## src/source/simdSettings.svh

```systemverilog
`ifndef SIMD_SETTINGS_SVH
`define SIMD_SETTINGS_SVH

// instruction word, opcode in the top bits
`define SIMD_INSTR_WIDTH 18
`define SIMD_OPCODE_WIDTH 6
`define SIMD_IMM_WIDTH 10

// one 16-bit word holds every lane
`define SIMD_DATA_WIDTH 16

// shared by instruction ROM and data memory
`define SIMD_ADDR_WIDTH 10

// registers in each of the H, O and Q banks
`define SIMD_REG_COUNT 4

`endif

```

## src/source/simdPkg.sv

```systemverilog
`default_nettype none

package simdPkg;

`include "simdSettings.svh"

    typedef enum logic [`SIMD_OPCODE_WIDTH-1:0] {
        opAddRegH = 6'd0, opAddRegO, opAddRegQ,
        opAddImmH = 6'd3, opAddImmO, opAddImmQ,
        opSubRegH = 6'd6, opSubRegO, opSubRegQ,
        opSubImmH = 6'd9, opSubImmO, opSubImmQ,
        opMulRegH = 6'd12, opMulRegO, opMulRegQ,
        opMulImmH = 6'd15, opMulImmO, opMulImmQ,
        opAndH = 6'd27, opAndO, opAndQ,
        opOrH = 6'd30, opOrO, opOrQ,
        opNotH = 6'd33, opNotO, opNotQ,
        opLoadH = 6'd38, opLoadO, opLoadQ,
        opStoreH = 6'd41, opStoreO, opStoreQ,
        opSetH = 6'd44, opSetO, opSetQ,
        opHalt = 6'd63
    } opcodeT;

    typedef enum logic [1:0] {laneH, laneO, laneQ} laneModeT;

    typedef enum logic [2:0] {aluAdd, aluSub, aluMul, aluAnd, aluOr, aluNot, aluSet} aluOpT;

    typedef enum logic [2:0] {classAlu, classLoad, classStore, classHalt, classNop} instrClassT;

    typedef enum logic [2:0] {
        stIdle, stFetch, stDecode, stExecute, stMemory, stWriteBack, stHalt
    } coreStateT;

    typedef logic [$clog2(`SIMD_REG_COUNT)-1:0] regIdxT;

    typedef struct packed {
        instrClassT instrClass;
        aluOpT aluOp;
        laneModeT mode;
        regIdxT srcA;
        regIdxT srcB;
        regIdxT dest;
        logic writesReg;
        logic useImm;                          // alu operand b from immValue
        logic [`SIMD_DATA_WIDTH-1:0] immValue;
    } decodedInstT;

    typedef struct packed {
        logic [`SIMD_ADDR_WIDTH-1:0] addr;
        logic write;
        logic [`SIMD_DATA_WIDTH-1:0] wdata;
    } memReqT;

endpackage

`default_nettype wire

```

## src/source/laneAlu.sv

```systemverilog
`timescale 1ns/1ns
`default_nettype none

`include "simdSettings.svh"

module laneAlu import simdPkg::*; (
    input wire [`SIMD_DATA_WIDTH-1:0] a,
    input wire [`SIMD_DATA_WIDTH-1:0] b,
    input wire aluOpT op,
    input wire laneModeT mode,
    output logic [`SIMD_DATA_WIDTH-1:0] result
);
    localparam int octW = `SIMD_DATA_WIDTH / 2;
    localparam int quadW = `SIMD_DATA_WIDTH / 4;

    logic [`SIMD_DATA_WIDTH-1:0] sum;
    logic [`SIMD_DATA_WIDTH-1:0] diff;
    logic [`SIMD_DATA_WIDTH-1:0] prod;

    // each lane wraps on its own, no carry or product bits leak upward
    always_comb
    begin
        sum = a + b;
        diff = a - b;
        prod = a * b;                          // low half of the full product
        if (mode == laneO)
        begin
            for (int i = 0; i < 2; i++)
            begin
                sum[i*octW +: octW] = a[i*octW +: octW] + b[i*octW +: octW];
                diff[i*octW +: octW] = a[i*octW +: octW] - b[i*octW +: octW];
                prod[i*octW +: octW] = a[i*octW +: octW] * b[i*octW +: octW];
            end
        end
        else if (mode == laneQ)
        begin
            for (int i = 0; i < 4; i++)
            begin
                sum[i*quadW +: quadW] = a[i*quadW +: quadW] + b[i*quadW +: quadW];
                diff[i*quadW +: quadW] = a[i*quadW +: quadW] - b[i*quadW +: quadW];
                prod[i*quadW +: quadW] = a[i*quadW +: quadW] * b[i*quadW +: quadW];
            end
        end
    end

    always_comb
    begin
        case (op)
            aluAdd: result = sum;
            aluSub: result = diff;
            aluMul: result = prod;
            aluAnd: result = a & b;
            aluOr: result = a | b;
            aluNot: result = ~a;               // lane independent anyway
            aluSet: result = b;                // b is the replicated immediate
            default: result = '0;
        endcase
    end

endmodule

`default_nettype wire

```

## src/source/memPort.sv

```systemverilog
`timescale 1ns/1ns
`default_nettype none

`include "simdSettings.svh"

module memPort import simdPkg::*; (
    input wire clk,
    input wire rst,
    input wire start,
    input wire memReqT request,
    input wire ack,
    input wire [`SIMD_DATA_WIDTH-1:0] rdata,
    output logic req,
    output memReqT memReq,
    output logic [`SIMD_DATA_WIDTH-1:0] loadData,
    output logic finished
);
    typedef enum logic [1:0] {mpIdle, mpWaitAck, mpRelease, mpDone} portStateT;

    portStateT state;
    logic launch;

    // never raise req over a lingering ack
    assign launch = (state == mpIdle) && start && !ack;
    assign finished = (state == mpDone);

    always_ff @(posedge clk)
    begin
        if (rst)
        begin
            state <= mpIdle;
            req <= 1'b0;
        end
        else
        begin
            case (state)
                mpIdle:
                begin
                    if (launch)
                    begin
                        req <= 1'b1;
                        state <= mpWaitAck;
                    end
                end
                mpWaitAck:
                begin
                    if (ack)
                    begin
                        req <= 1'b0;
                        state <= mpRelease;
                    end
                end
                mpRelease: if (!ack) state <= mpDone;
                default: state <= mpIdle;      // mpDone, start is ignored here
            endcase
        end
    end

    always_ff @(posedge clk)
    begin
        if (launch)
            memReq <= request;                 // held for the whole req phase
        if (state == mpWaitAck && ack && !memReq.write)
            loadData <= rdata;
    end

endmodule

`default_nettype wire

```

## src/source/registerBanks.sv

```systemverilog
`timescale 1ns/1ns
`default_nettype none

`include "simdSettings.svh"

module registerBanks import simdPkg::*; (
    input wire clk,
    input wire rst,
    input wire laneModeT mode,
    input wire regIdxT rdIdxA,
    input wire regIdxT rdIdxB,
    input wire wrEn,
    input wire regIdxT wrIdx,
    input wire [`SIMD_DATA_WIDTH-1:0] wrData,
    output logic [`SIMD_DATA_WIDTH-1:0] rdA,
    output logic [`SIMD_DATA_WIDTH-1:0] rdB
);
    // bank 0 is H, 1 is O, 2 is Q
    logic [`SIMD_DATA_WIDTH-1:0] banks [0:2][0:`SIMD_REG_COUNT-1];
    logic [1:0] bankSel;

    always_comb
    begin
        case (mode)
            laneO: bankSel = 2'd1;
            laneQ: bankSel = 2'd2;
            default: bankSel = 2'd0;           // unused mode code lands on H
        endcase
    end

    assign rdA = banks[bankSel][rdIdxA];
    assign rdB = banks[bankSel][rdIdxB];

    always_ff @(posedge clk)
    begin
        if (rst)
        begin
            for (int bk = 0; bk < 3; bk++)
            begin
                for (int r = 0; r < `SIMD_REG_COUNT; r++)
                begin
                    banks[bk][r] <= '0;
                end
            end
        end
        else if (wrEn)
        begin
            banks[bankSel][wrIdx] <= wrData;
        end
    end

endmodule

`default_nettype wire

```

## src/source/simdCore.sv

```systemverilog
`timescale 1ns/1ns
`default_nettype none

`include "simdSettings.svh"

module simdCore import simdPkg::*; (
    input wire clk,
    input wire rst,
    input wire [`SIMD_INSTR_WIDTH-1:0] instr,
    input wire ack,
    input wire [`SIMD_DATA_WIDTH-1:0] rdata,
    output logic [`SIMD_ADDR_WIDTH-1:0] instrAddr,
    output logic req,
    output memReqT memReq,
    output logic done
);
    coreStateT state;
    logic [`SIMD_ADDR_WIDTH-1:0] pc;
    decodedInstT dec;
    decodedInstT decReg;
    logic [`SIMD_DATA_WIDTH-1:0] rdA;
    logic [`SIMD_DATA_WIDTH-1:0] rdB;
    logic [`SIMD_DATA_WIDTH-1:0] aluB;
    logic [`SIMD_DATA_WIDTH-1:0] aluResult;
    logic [`SIMD_DATA_WIDTH-1:0] resultReg;
    logic [`SIMD_DATA_WIDTH-1:0] loadData;
    logic [`SIMD_DATA_WIDTH-1:0] wbData;
    logic isMem;
    logic memStart;
    logic memFinished;
    logic regWrite;
    memReqT memRequest;

    assign instrAddr = pc;
    assign done = (state == stHalt);

    assign isMem = (decReg.instrClass == classLoad) || (decReg.instrClass == classStore);
    assign memStart = (state == stMemory) && isMem;
    assign aluB = decReg.useImm ? decReg.immValue : rdB;
    assign regWrite = (state == stWriteBack) && decReg.writesReg;
    assign wbData = (decReg.instrClass == classLoad) ? loadData : resultReg;

    // store data comes from R0 through port A
    assign memRequest.addr = decReg.immValue[`SIMD_ADDR_WIDTH-1:0];
    assign memRequest.write = (decReg.instrClass == classStore);
    assign memRequest.wdata = rdA;

    simdDecoder decoder (
        .instr(instr),
        .dec(dec)
    );

    registerBanks banks (
        .clk(clk),
        .rst(rst),
        .mode(decReg.mode),
        .rdIdxA(decReg.srcA),
        .rdIdxB(decReg.srcB),
        .wrEn(regWrite),
        .wrIdx(decReg.dest),
        .wrData(wbData),
        .rdA(rdA),
        .rdB(rdB)
    );

    laneAlu alu (
        .a(rdA),
        .b(aluB),
        .op(decReg.aluOp),
        .mode(decReg.mode),
        .result(aluResult)
    );

    memPort port (
        .clk(clk),
        .rst(rst),
        .start(memStart),
        .request(memRequest),
        .ack(ack),
        .rdata(rdata),
        .req(req),
        .memReq(memReq),
        .loadData(loadData),
        .finished(memFinished)
    );

    always_ff @(posedge clk)
    begin
        if (rst)
        begin
            state <= stIdle;
            pc <= '0;
        end
        else
        begin
            case (state)
                stIdle: state <= stFetch;
                stFetch: state <= stDecode;    // rom output settles on pc
                stDecode: state <= (dec.instrClass == classHalt) ? stHalt : stExecute;
                stExecute: state <= stMemory;
                stMemory: if (!isMem || memFinished) state <= stWriteBack;
                stWriteBack:
                begin
                    pc <= pc + 1'b1;
                    state <= stFetch;
                end
                stHalt: state <= stHalt;       // only reset leaves
                default: state <= stIdle;
            endcase
        end
    end

    always_ff @(posedge clk)
    begin
        if (state == stDecode)
            decReg <= dec;
        if (state == stExecute)
            resultReg <= aluResult;
    end

endmodule

`default_nettype wire

```

## src/source/simdDecoder.sv

```systemverilog
`timescale 1ns/1ns
`default_nettype none

`include "simdSettings.svh"

module simdDecoder import simdPkg::*; (
    input wire [`SIMD_INSTR_WIDTH-1:0] instr,
    output decodedInstT dec
);
    opcodeT op;
    regIdxT r0;
    regIdxT r2;
    regIdxT r3;
    logic [`SIMD_IMM_WIDTH-1:0] imm;
    logic [`SIMD_DATA_WIDTH-1:0] zeroImm;
    logic [`SIMD_DATA_WIDTH-1:0] repImm;
    laneModeT mode;
    aluOpT aluOp;

    assign op = opcodeT'(instr[`SIMD_INSTR_WIDTH-1 -: `SIMD_OPCODE_WIDTH]);
    assign r0 = instr[11:10];
    assign r2 = instr[3:2];
    assign r3 = instr[1:0];
    assign imm = instr[`SIMD_IMM_WIDTH-1:0];
    assign zeroImm = {{(`SIMD_DATA_WIDTH - `SIMD_IMM_WIDTH){1'b0}}, imm};

    always_comb
    begin
        case (op)
            opAddRegO, opAddImmO, opSubRegO, opSubImmO, opMulRegO, opMulImmO,
            opAndO, opOrO, opNotO, opLoadO, opStoreO, opSetO: mode = laneO;
            opAddRegQ, opAddImmQ, opSubRegQ, opSubImmQ, opMulRegQ, opMulImmQ,
            opAndQ, opOrQ, opNotQ, opLoadQ, opStoreQ, opSetQ: mode = laneQ;
            default: mode = laneH;
        endcase

        case (op)
            opSubRegH, opSubRegO, opSubRegQ, opSubImmH, opSubImmO, opSubImmQ: aluOp = aluSub;
            opMulRegH, opMulRegO, opMulRegQ, opMulImmH, opMulImmO, opMulImmQ: aluOp = aluMul;
            opAndH, opAndO, opAndQ: aluOp = aluAnd;
            opOrH, opOrO, opOrQ: aluOp = aluOr;
            opNotH, opNotO, opNotQ: aluOp = aluNot;
            opSetH, opSetO, opSetQ: aluOp = aluSet;
            default: aluOp = aluAdd;
        endcase
    end

    // immediate copied into every lane
    always_comb
    begin
        case (mode)
            laneO: repImm = {2{imm[7:0]}};
            laneQ: repImm = {4{imm[3:0]}};
            default: repImm = zeroImm;
        endcase
    end

    always_comb
    begin
        dec = '0;
        dec.instrClass = classNop;
        dec.aluOp = aluOp;
        dec.mode = mode;
        dec.srcA = r2;
        dec.srcB = r3;
        dec.dest = r2;
        dec.immValue = repImm;
        case (op)
            opAddRegH, opAddRegO, opAddRegQ, opSubRegH, opSubRegO, opSubRegQ,
            opMulRegH, opMulRegO, opMulRegQ, opAndH, opAndO, opAndQ,
            opOrH, opOrO, opOrQ:
            begin
                dec.instrClass = classAlu;
                dec.writesReg = 1'b1;          // R2 op R3 into R2
            end
            opAddImmH, opAddImmO, opAddImmQ, opSubImmH, opSubImmO, opSubImmQ,
            opMulImmH, opMulImmO, opMulImmQ, opSetH, opSetO, opSetQ:
            begin
                dec.instrClass = classAlu;
                dec.srcA = r0;
                dec.dest = r0;
                dec.useImm = 1'b1;
                dec.writesReg = 1'b1;
            end
            opNotH, opNotO, opNotQ:
            begin
                dec.instrClass = classAlu;
                dec.srcA = r3;
                dec.dest = r3;
                dec.writesReg = 1'b1;
            end
            opLoadH, opLoadO, opLoadQ:
            begin
                dec.instrClass = classLoad;
                dec.dest = r0;
                dec.writesReg = 1'b1;
                dec.immValue = zeroImm;        // plain address
            end
            opStoreH, opStoreO, opStoreQ:
            begin
                dec.instrClass = classStore;
                dec.srcA = r0;
                dec.immValue = zeroImm;
            end
            opHalt: dec.instrClass = classHalt;
            default: dec.instrClass = classNop;
        endcase
    end

endmodule

`default_nettype wire

```

## config.mk

```make
export PLATFORM = sky130hd
export DESIGN_NAME = simdCore
export DESIGN_NICKNAME = d
export VERILOG_FILES = /design/src/source/simdPkg.sv /design/src/source/laneAlu.sv /design/src/source/memPort.sv /design/src/source/registerBanks.sv /design/src/source/simdCore.sv /design/src/source/simdDecoder.sv
export VERILOG_INCLUDE_DIRS = /design/src /design/src/source
export SDC_FILE = /design/constraint.sdc
export NUM_CORES = 1
export LEC_CHECK = 0
export ABC_AREA = 1
export BUFFER_PORTS_ARGS = -buffer_cell sky130_fd_sc_hd__buf_2
export CORE_MARGIN = 5
export CORE_UTILIZATION = 54
export CTS_BUF_LIST = sky130_fd_sc_hd__clkbuf_8
export CTS_CLUSTER_DIAMETER = 30
export DETAILED_ROUTE_END_ITERATION = 7
export PLACE_DENSITY = 0.7
export SLEW_MARGIN = 30
export SYNTH_ARGS = -nofsm -noshare
export SYNTH_HDL_FRONTEND = slang
export SYNTH_HIERARCHICAL = 1
export SYNTH_SLANG_ARGS = --single-unit
```

## constraint.sdc

```tcl
create_clock -name clk -period 15.9 [get_ports clk]
set_clock_uncertainty 0.1 [all_clocks]
set_input_delay 1.59 -clock clk [delete_from_list [all_inputs] [get_ports clk]]
set_output_delay 1.59 -clock clk [all_outputs]
set_load 0.03 [all_outputs]
```

## Word level (Yosys, flattened, before mapping)

Memory sizes are Yosys's and may differ from the RTL's. A register that Yosys moved wholly into a read port is not among the register bits.
Cells that the tools add are included.

- Shift-type cells: 0
- Add/subtract/negate cells: 15
- Divide/modulo/power cells: 0
- Equality and inequality tests: 62
- $lt $le $gt $ge: 4
- Bitwise operators: 6
- Multipliers: 7
- Multiplexer cells: 43
- Reductions and logical operators: 30

Operators by type and width:

| operator | count |
|---|---|
| 2-to-1 mux 16 bit | 13 |
| 2-to-1 mux 64 bit | 3 |
| one-hot mux 16 bit (7 select lines) | 1 |
| equality test 6 bit (second input constant) | 14 |
| binary-select mux 16 bit (select 2 bit) | 2 |
| OR reduction 64 bit | 1 |
| equality test 6 x 4 -> 1 bit (second input constant) | 8 |
| equality test 6 x 5 -> 1 bit (second input constant) | 7 |
| OR reduction 33 bit | 1 |
| demux 16 bit (select 2 bit) | 1 |
| one-hot mux 16 bit (2 select lines) | 1 |
| OR reduction 15 bit | 2 |
| OR reduction 30 bit | 1 |
| equality test 6 x 3 -> 1 bit (second input constant) | 4 |
| equality test 3 x 2 -> 1 bit (second input constant) | 6 |
| equality test 3 bit (second input constant) | 6 |
| one-hot mux 3 bit (6 select lines) | 1 |
| adder 16 bit | 1 |
| adder 4 bit | 4 |
| adder 8 bit | 2 |
| AND 16 bit | 1 |
| multiplier 16 x 16 -> 16 bit | 1 |
| multiplier 4 x 4 -> 4 bit | 4 |
| multiplier 8 x 8 -> 8 bit | 2 |
| 36 further kinds | 80 |

- Word-level logic and storage cells: 188
- Bits in writable memories: 192
- Register bits after elaboration: 104
- ROM bits: 320
- Input bits: 37
- Memories: 3
- Output and inout bits: 39
- Bits in latches: 0

Memories:

| memory | words | width | read ports | clocked after memory_dff | write ports | RTL line | source |
|---|---|---|---|---|---|---|---|
| (name not given) | 64 | 3 | 1 | 1 | 0 | simdDecoder.sv:37 | `case (op)` |
| banks.banks | 3 | 64 | 1 | 0 | 3 | registerBanks.sv:19 | `` logic [`SIMD_DATA_WIDTH-1:0] banks [0:2][0:`SIMD_REG_COUNT-1]; `` |
| (name not given) | 64 | 2 | 1 | 0 | 0 | simdDecoder.sv:29 | `case (op)` |

## Logic depth before layout (Yosys ltp)

An unclocked memory read counts as a cell.

- Depth after elaboration: 11
- Mapped depth: 44
- Mapped depth without buffers: 39

## Modules after synthesis

The synthesis kept the hierarchy.

By module, submodules not included:

| module | cells each | sequential area each (um2) | area each (um2) | instances |
|---|---|---|---|---|
| laneAlu | 1474 | 0.0 | 9663.0 | 1 |
| registerBanks | 969 | 5765.5 | 9193.8 | 1 |
| simdCore | 184 | 1701.6 | 2572.5 | 1 |
| memPort | 81 | 1351.3 | 1537.7 | 1 |
| simdDecoder | 207 | 0.0 | 1094.8 | 1 |

## Least setup slack after synthesis

Ideal clock, no wire load.

- Path type: register to register
- Start point: register decReg[25] (netlist bit)
- End point: register resultReg[14] (data pin)
- Data required time: 15.547 ns
- Setup time: 0.253 ns
- Path buffers: 5
- Slack: 9.191 ns
- Clock period less this slack: 6.709 ns
- Arrival time: 6.356 ns
- Cell stages (with the launch flop): 33
- Cell sequence: edfxtp_1 > buf_4 > inv_2 > nor2_2 > buf_4 > nor2_4 > buf_4 > nand2_1 > nand3_1 > nand3_1 > nand2_1 > mux2_2 > buf_2 > clkbuf_1 > nand2_1 > fa_1 > fa_1 > inv_1 > fa_1 > fa_1 > fa_1 > inv_1 > fa_1 > inv_1 > ha_1 > nand2_1 > nor3_1 > nand3_1 > o2111ai_1 > xor2_1 > o21bai_1 > and3_1 > nand2_1

- Word-level cells in the longest chain between the ends: 11
- Elaborated cells between the ends (all ways): 30
- Classes of those cells: 6 x add/sub; 3 x mul; 2 x eq/ne; 15 x mux; 3 x bitwise; 1 x memory

RTL lines:

| item | RTL line | source |
|---|---|---|
| start, declared | simdCore.sv:20 | `decodedInstT decReg;` |
| start signal, assigned | simdCore.sv:116 | `decReg <= dec;` |
| equality test 2 bit or equality test 2 x 1 -> 1 bit (tied branches) | registerBanks.sv:24 | `case (mode)` |
| one-hot mux 2 bit (2 select lines) (*) | registerBanks.sv:24 |  |
| memory (3 x 64 bit) (*) | - |  |
| binary-select mux 16 bit (select 2 bit) (*) | registerBanks.sv:32 | `assign rdB = banks[bankSel][rdIdxB];` |
| 2-to-1 mux 16 bit (implied by the code) (*) (2 in series) | registerBanks.sv:32 |  |
| net rdB[1] | simdCore.sv:22 | `` logic [`SIMD_DATA_WIDTH-1:0] rdB; `` |
| 2-to-1 mux 16 bit (*) | simdCore.sv:39 | `assign aluB = decReg.useImm ? decReg.immValue : rdB;` |
| net aluB[1] | simdCore.sv:23 | `` logic [`SIMD_DATA_WIDTH-1:0] aluB; `` |
| multiplier 16 x 16 -> 16 bit, or another cell as far along | laneAlu.sv:25 | `prod = a * b;` |
| 2-to-1 mux 16 bit | laneAlu.sv:35 | `else if (mode == laneQ)` |
| 2-to-1 mux 16 bit | laneAlu.sv:26 | `if (mode == laneO)` |
| one-hot mux 16 bit (7 select lines) (*) | laneAlu.sv:48 | `case (op)` |
| net aluResult[14] | simdCore.sv:24 | `` logic [`SIMD_DATA_WIDTH-1:0] aluResult; `` |
| end signal, assigned | simdCore.sv:118 | `resultReg <= aluResult;` |
| end, declared | simdCore.sv:25 | `` logic [`SIMD_DATA_WIDTH-1:0] resultReg; `` |

Mark *: on every way through the listed nets, which the timed path passes. The rest lies on a longest branch. The select of a mux whose other input is x is not followed.
A chain may end at the register's enable or synchronous reset.

## Worst setup path after layout

Ends and elaborated chain as after synthesis.

==> results.py <==
metrics = {
    "clock_tree": {
        "clk_latency_ns": 0.63,
        "root_buffer": "clkbuf_8",
        "clock-sinks": 299,
        "clk_pin_slew_ns": 0.05,
        "ctsResizeCount": 0,
        "cts_made_buffers": 70,
        "cts_tree": "yes",
        "htree_num_levels": 3,
        "post_cts_buffers": 0,
        "cts_hold_buf": 0,
        "cts_buffer_depth": 3,
    },
    "hold_path": {
        "hp-class": "reg2reg",
        "min_from": "port/req",
        "hold_path_depth": 2,
        "holdPathEnd": "port/req",
    },
    "final_layout": {
        "mostFrequentLayoutCells": "nand2_1 (641), inv_1 (523), edfxtp_1 (283)",
        "area_growth_pct": 9.22,
        "layout.cells.non_filler": 3616,
        "final_layout_size_suffix_gt1_share_pct": 10.9,
        "nNetsFinal": 3274,
        "mostFrequentLayoutCell": "nand2_1",
        "final_util_pct": 59.6,
    },
    "setup_path": {
        "reg2reg_depth": 29,
        "slowest_delay_ns": 0.66,
        "r2r_end": "resultReg[14]",
        "rr_startpoint": "decReg[25]",
        "cp_data_required_time_ns": 16.14,
        "cp_max_fo": 65,
        "regToRegSetupSlack_ns": 7.63,
        "cp-end-kind": "flop",
        "worstPathArrival_ns": 8.51,
        "worstSetupPathType": "reg2reg",
        "crit_path_start_kind": "flop",
        "slowest_stage": "nor2_4",
        "path_common_cell": "fa_1",
    },
    "synthesis": {
        "seq_area_frac_synth_pct": 36.6,
        "synth_area_per_cell_um2": 8.25,
        "synth_top_area_share_pct": 35.3,
        "synth_flop_cell": "edfxtp_1",
        "synth-async-reset-ratio_pct": 0,
        "synth_top_cell_by_area": "edfxtp_1",
        "yosys_register_bits": 299,
        "netlist_instances": 2915,
        "yosysUniqueCellTypes": 59,
        "synth_edf_count": 283,
        "synthesis.nets": 3220,
        "synthTopCellsByArea": "edfxtp_1 (35%), nand2_1 (10%), fa_1 (9.2%)",
        "ys_warn_count": 6,
        "syn_area_um2": 24100,
    },
    "timing": {
        "setup_tns_ns": 0,
        "timing_hold_violations_final": 0,
        "setup_viol": 0,
        "slew_viol_final": 0,
        "post-route-period-util_pct": 52.0,
        "tightest_slew_ns": 1.07,
        "rsz0062_at_grt": "no",
        "fmax_ghz": 0.121,
        "max-slew-margin-rel_pct": 28.8,
        "fin_crit_ns": 8.27,
    },
    "global_routing": {
        "overflow": 0,
        "grt_pass1_wl_um": 120000,
        "grt_usage_pct": 31.4,
        "antenna_found_initial": 8,
        "grt_max_degree": 66,
        "grt_pass1_vias": 20600,
    },
    "drt": {
        "wl_um": 79000,
        "post-route-drc-count": 0,
        "antenna_left": 0,
        "dr.pass1.iters": 8,
        "post_drt_wl_per_cell_um": 21.9,
        "drtIter0Drc": 2777,
        "dr_total_vias": 21200,
        "avgViaCountPerCell": 5.87,
    },
    "power_and_ir_drop": {
        "power_per_cell_area_nw_per_um2": 152,
        "seq_power_share_pct": 23.2,
        "ir_drop_mv": 0.170,
        "leakage_nw": 12.6,
        "p_clk_share_pct": 23.3,
        "p_sw_mw": 1.80,
        "internal_power_mw": 2.21,
        "combinationalPowerShare_pct": 53.5,
        "switching_share_pct": 44.9,
    },
    "floorplan": {
        "initial_core_util_pct": 54.5,
        "rows": 77,
        "chipHeight_um": 221,
        "core_um2": 44100,
        "fp.dieArea_um2": 48900,
        "die_w_um": 221,
        "io_pins": 76,
    },
    "place": {
        "io_buffers": 75,
        "routabilityCongestion": 1.03,
        "dpl.hpwl_um": 55300,
        "dp_cells": 3488,
    },
    "run": {
        "maxCapViolCount": 0,
    },
    "outcome": {
        "status": "complete, no violations",
    },
}
==> cells by family after synthesis <==
| logic type | synth area share [%] |
|---|---|
| compound gates | 6.77 |
| buf+inv | 11.1 |
| simple gates | 23.9 |
| xor+xnor | 2.55 |
| mux | 1.65 |
| fa+ha+maj | 17.4 |
| flops | 36.6 |
==> how the worst max path moves through the flow <==
stage                               end  cells after the start  slack (ns)        from
after global placement    resultReg[14]                     29        7.96  decReg[25]
after global routing      resultReg[13]                     31        7.27  decReg[25]
after CTS                 resultReg[14]                     29        7.71  decReg[25]
after detailed placement  resultReg[14]                     29        7.75  decReg[25]
final                     resultReg[14]                     29        7.63  decReg[25]
after floorplan           resultReg[14]                     32        9.19  decReg[25]
==> flip-flops by register name (all words and copies together), names as in the netlist <==
| signal | cells |
|---|---|
| banks/banks | 192 |
| port/req | 1 |
| port/memReq | 27 |
| port/loadData | 16 |
| resultReg | 16 |
| instrAddr | 10 |
| port/state | 2 |
| state | 3 |
| decReg | 32 |
==> area by class of cell <==
class	instances	area (um2)
inverters	536	2010
well taps	592	741
fillers	3950	17800
diodes	3	7.51
repair buffers	107	628
multi-input cells	1955	12600
clock inverters	53	474
clock buffers	71	977
flip-flops and latches	299	8820
==> power by group through the flow <==
| stage | sequential, mW | combinational, mW | clock, mW |
|---|---|---|---|
| finish | 0.930 | 2.14 | 0.933 |
| global route | 0.932 | 2.39 | 0.980 |
| CTS | 0.929 | 2.11 | 0.940 |
| detailed placement | 0.944 | 2.09 | 0 |
| global placement | 0.943 | 2.06 | 0 |
| floorplan | 0.933 | 1.58 | 0 |
==> metal layers <==
metal  track usage, %  share of wire, %  vias to the layer above
met5                0             0.043                        -
met4             14.7               5.0                        6
met3             7.58                13                      267
met2             46.8                43                     1410
met1             43.6                40                     9975
li1                 -                 -                     9561
==> synth_stat cells (6+ instances only) <==
cell type	instances
nand2_1	648
inv_1	519
edfxtp_1	283
nor2_1	269
nand3_1	243
ha_1	157
fa_1	111
a21oi_1	87
nand4_1	87
o21ai_0	70
buf_2	46
xor2_1	42
clkbuf_1	41
xnor2_1	28
buf_4	23
mux2_2	22
dfxtp_1	16
o211ai_1	15
inv_2	14
nor3_1	14
o22ai_1	14
nand2_2	12
nor2_2	11
a221oi_1	10
mux2_4	10
buf_1	9
nand3b_1	9
o21ai_2	9
a31oi_1	8
o2111ai_1	8
o21ai_1	8
nor2_4	7
o221ai_1	6
==> stage by stage <==
stage | power, mW | cell area (um2) | setup slack (ns) | hold WS [ns]
finish | 4.00 | 26300 | 7.63 | 0.349
CTS | 3.98 | 26200 | 7.71 | 0.355
floorplan | 2.51 | 24100 | 9.19 | 0.320
global placement | 3.00 | 24800 | 7.96 | 0.344
global route | 4.30 | 26300 | 7.27 | 0.383
detailed placement | 3.03 | 24800 | 7.75 | 0.347
==> critical path: cells and delay by family, from the launching register on <==
kind	cells	cell delay, ns
AO/OA/AOI/OAI	2	0.31
XOR/XNOR	1	0.11
adder cells (fa/ha/maj)	8	3.75
buffers and inverters	6	0.81
flip-flops	1	0.56
multiplexers	1	0.37
AND/OR/NAND/NOR	11	1.96
Power figures use the tool's default switching activity.
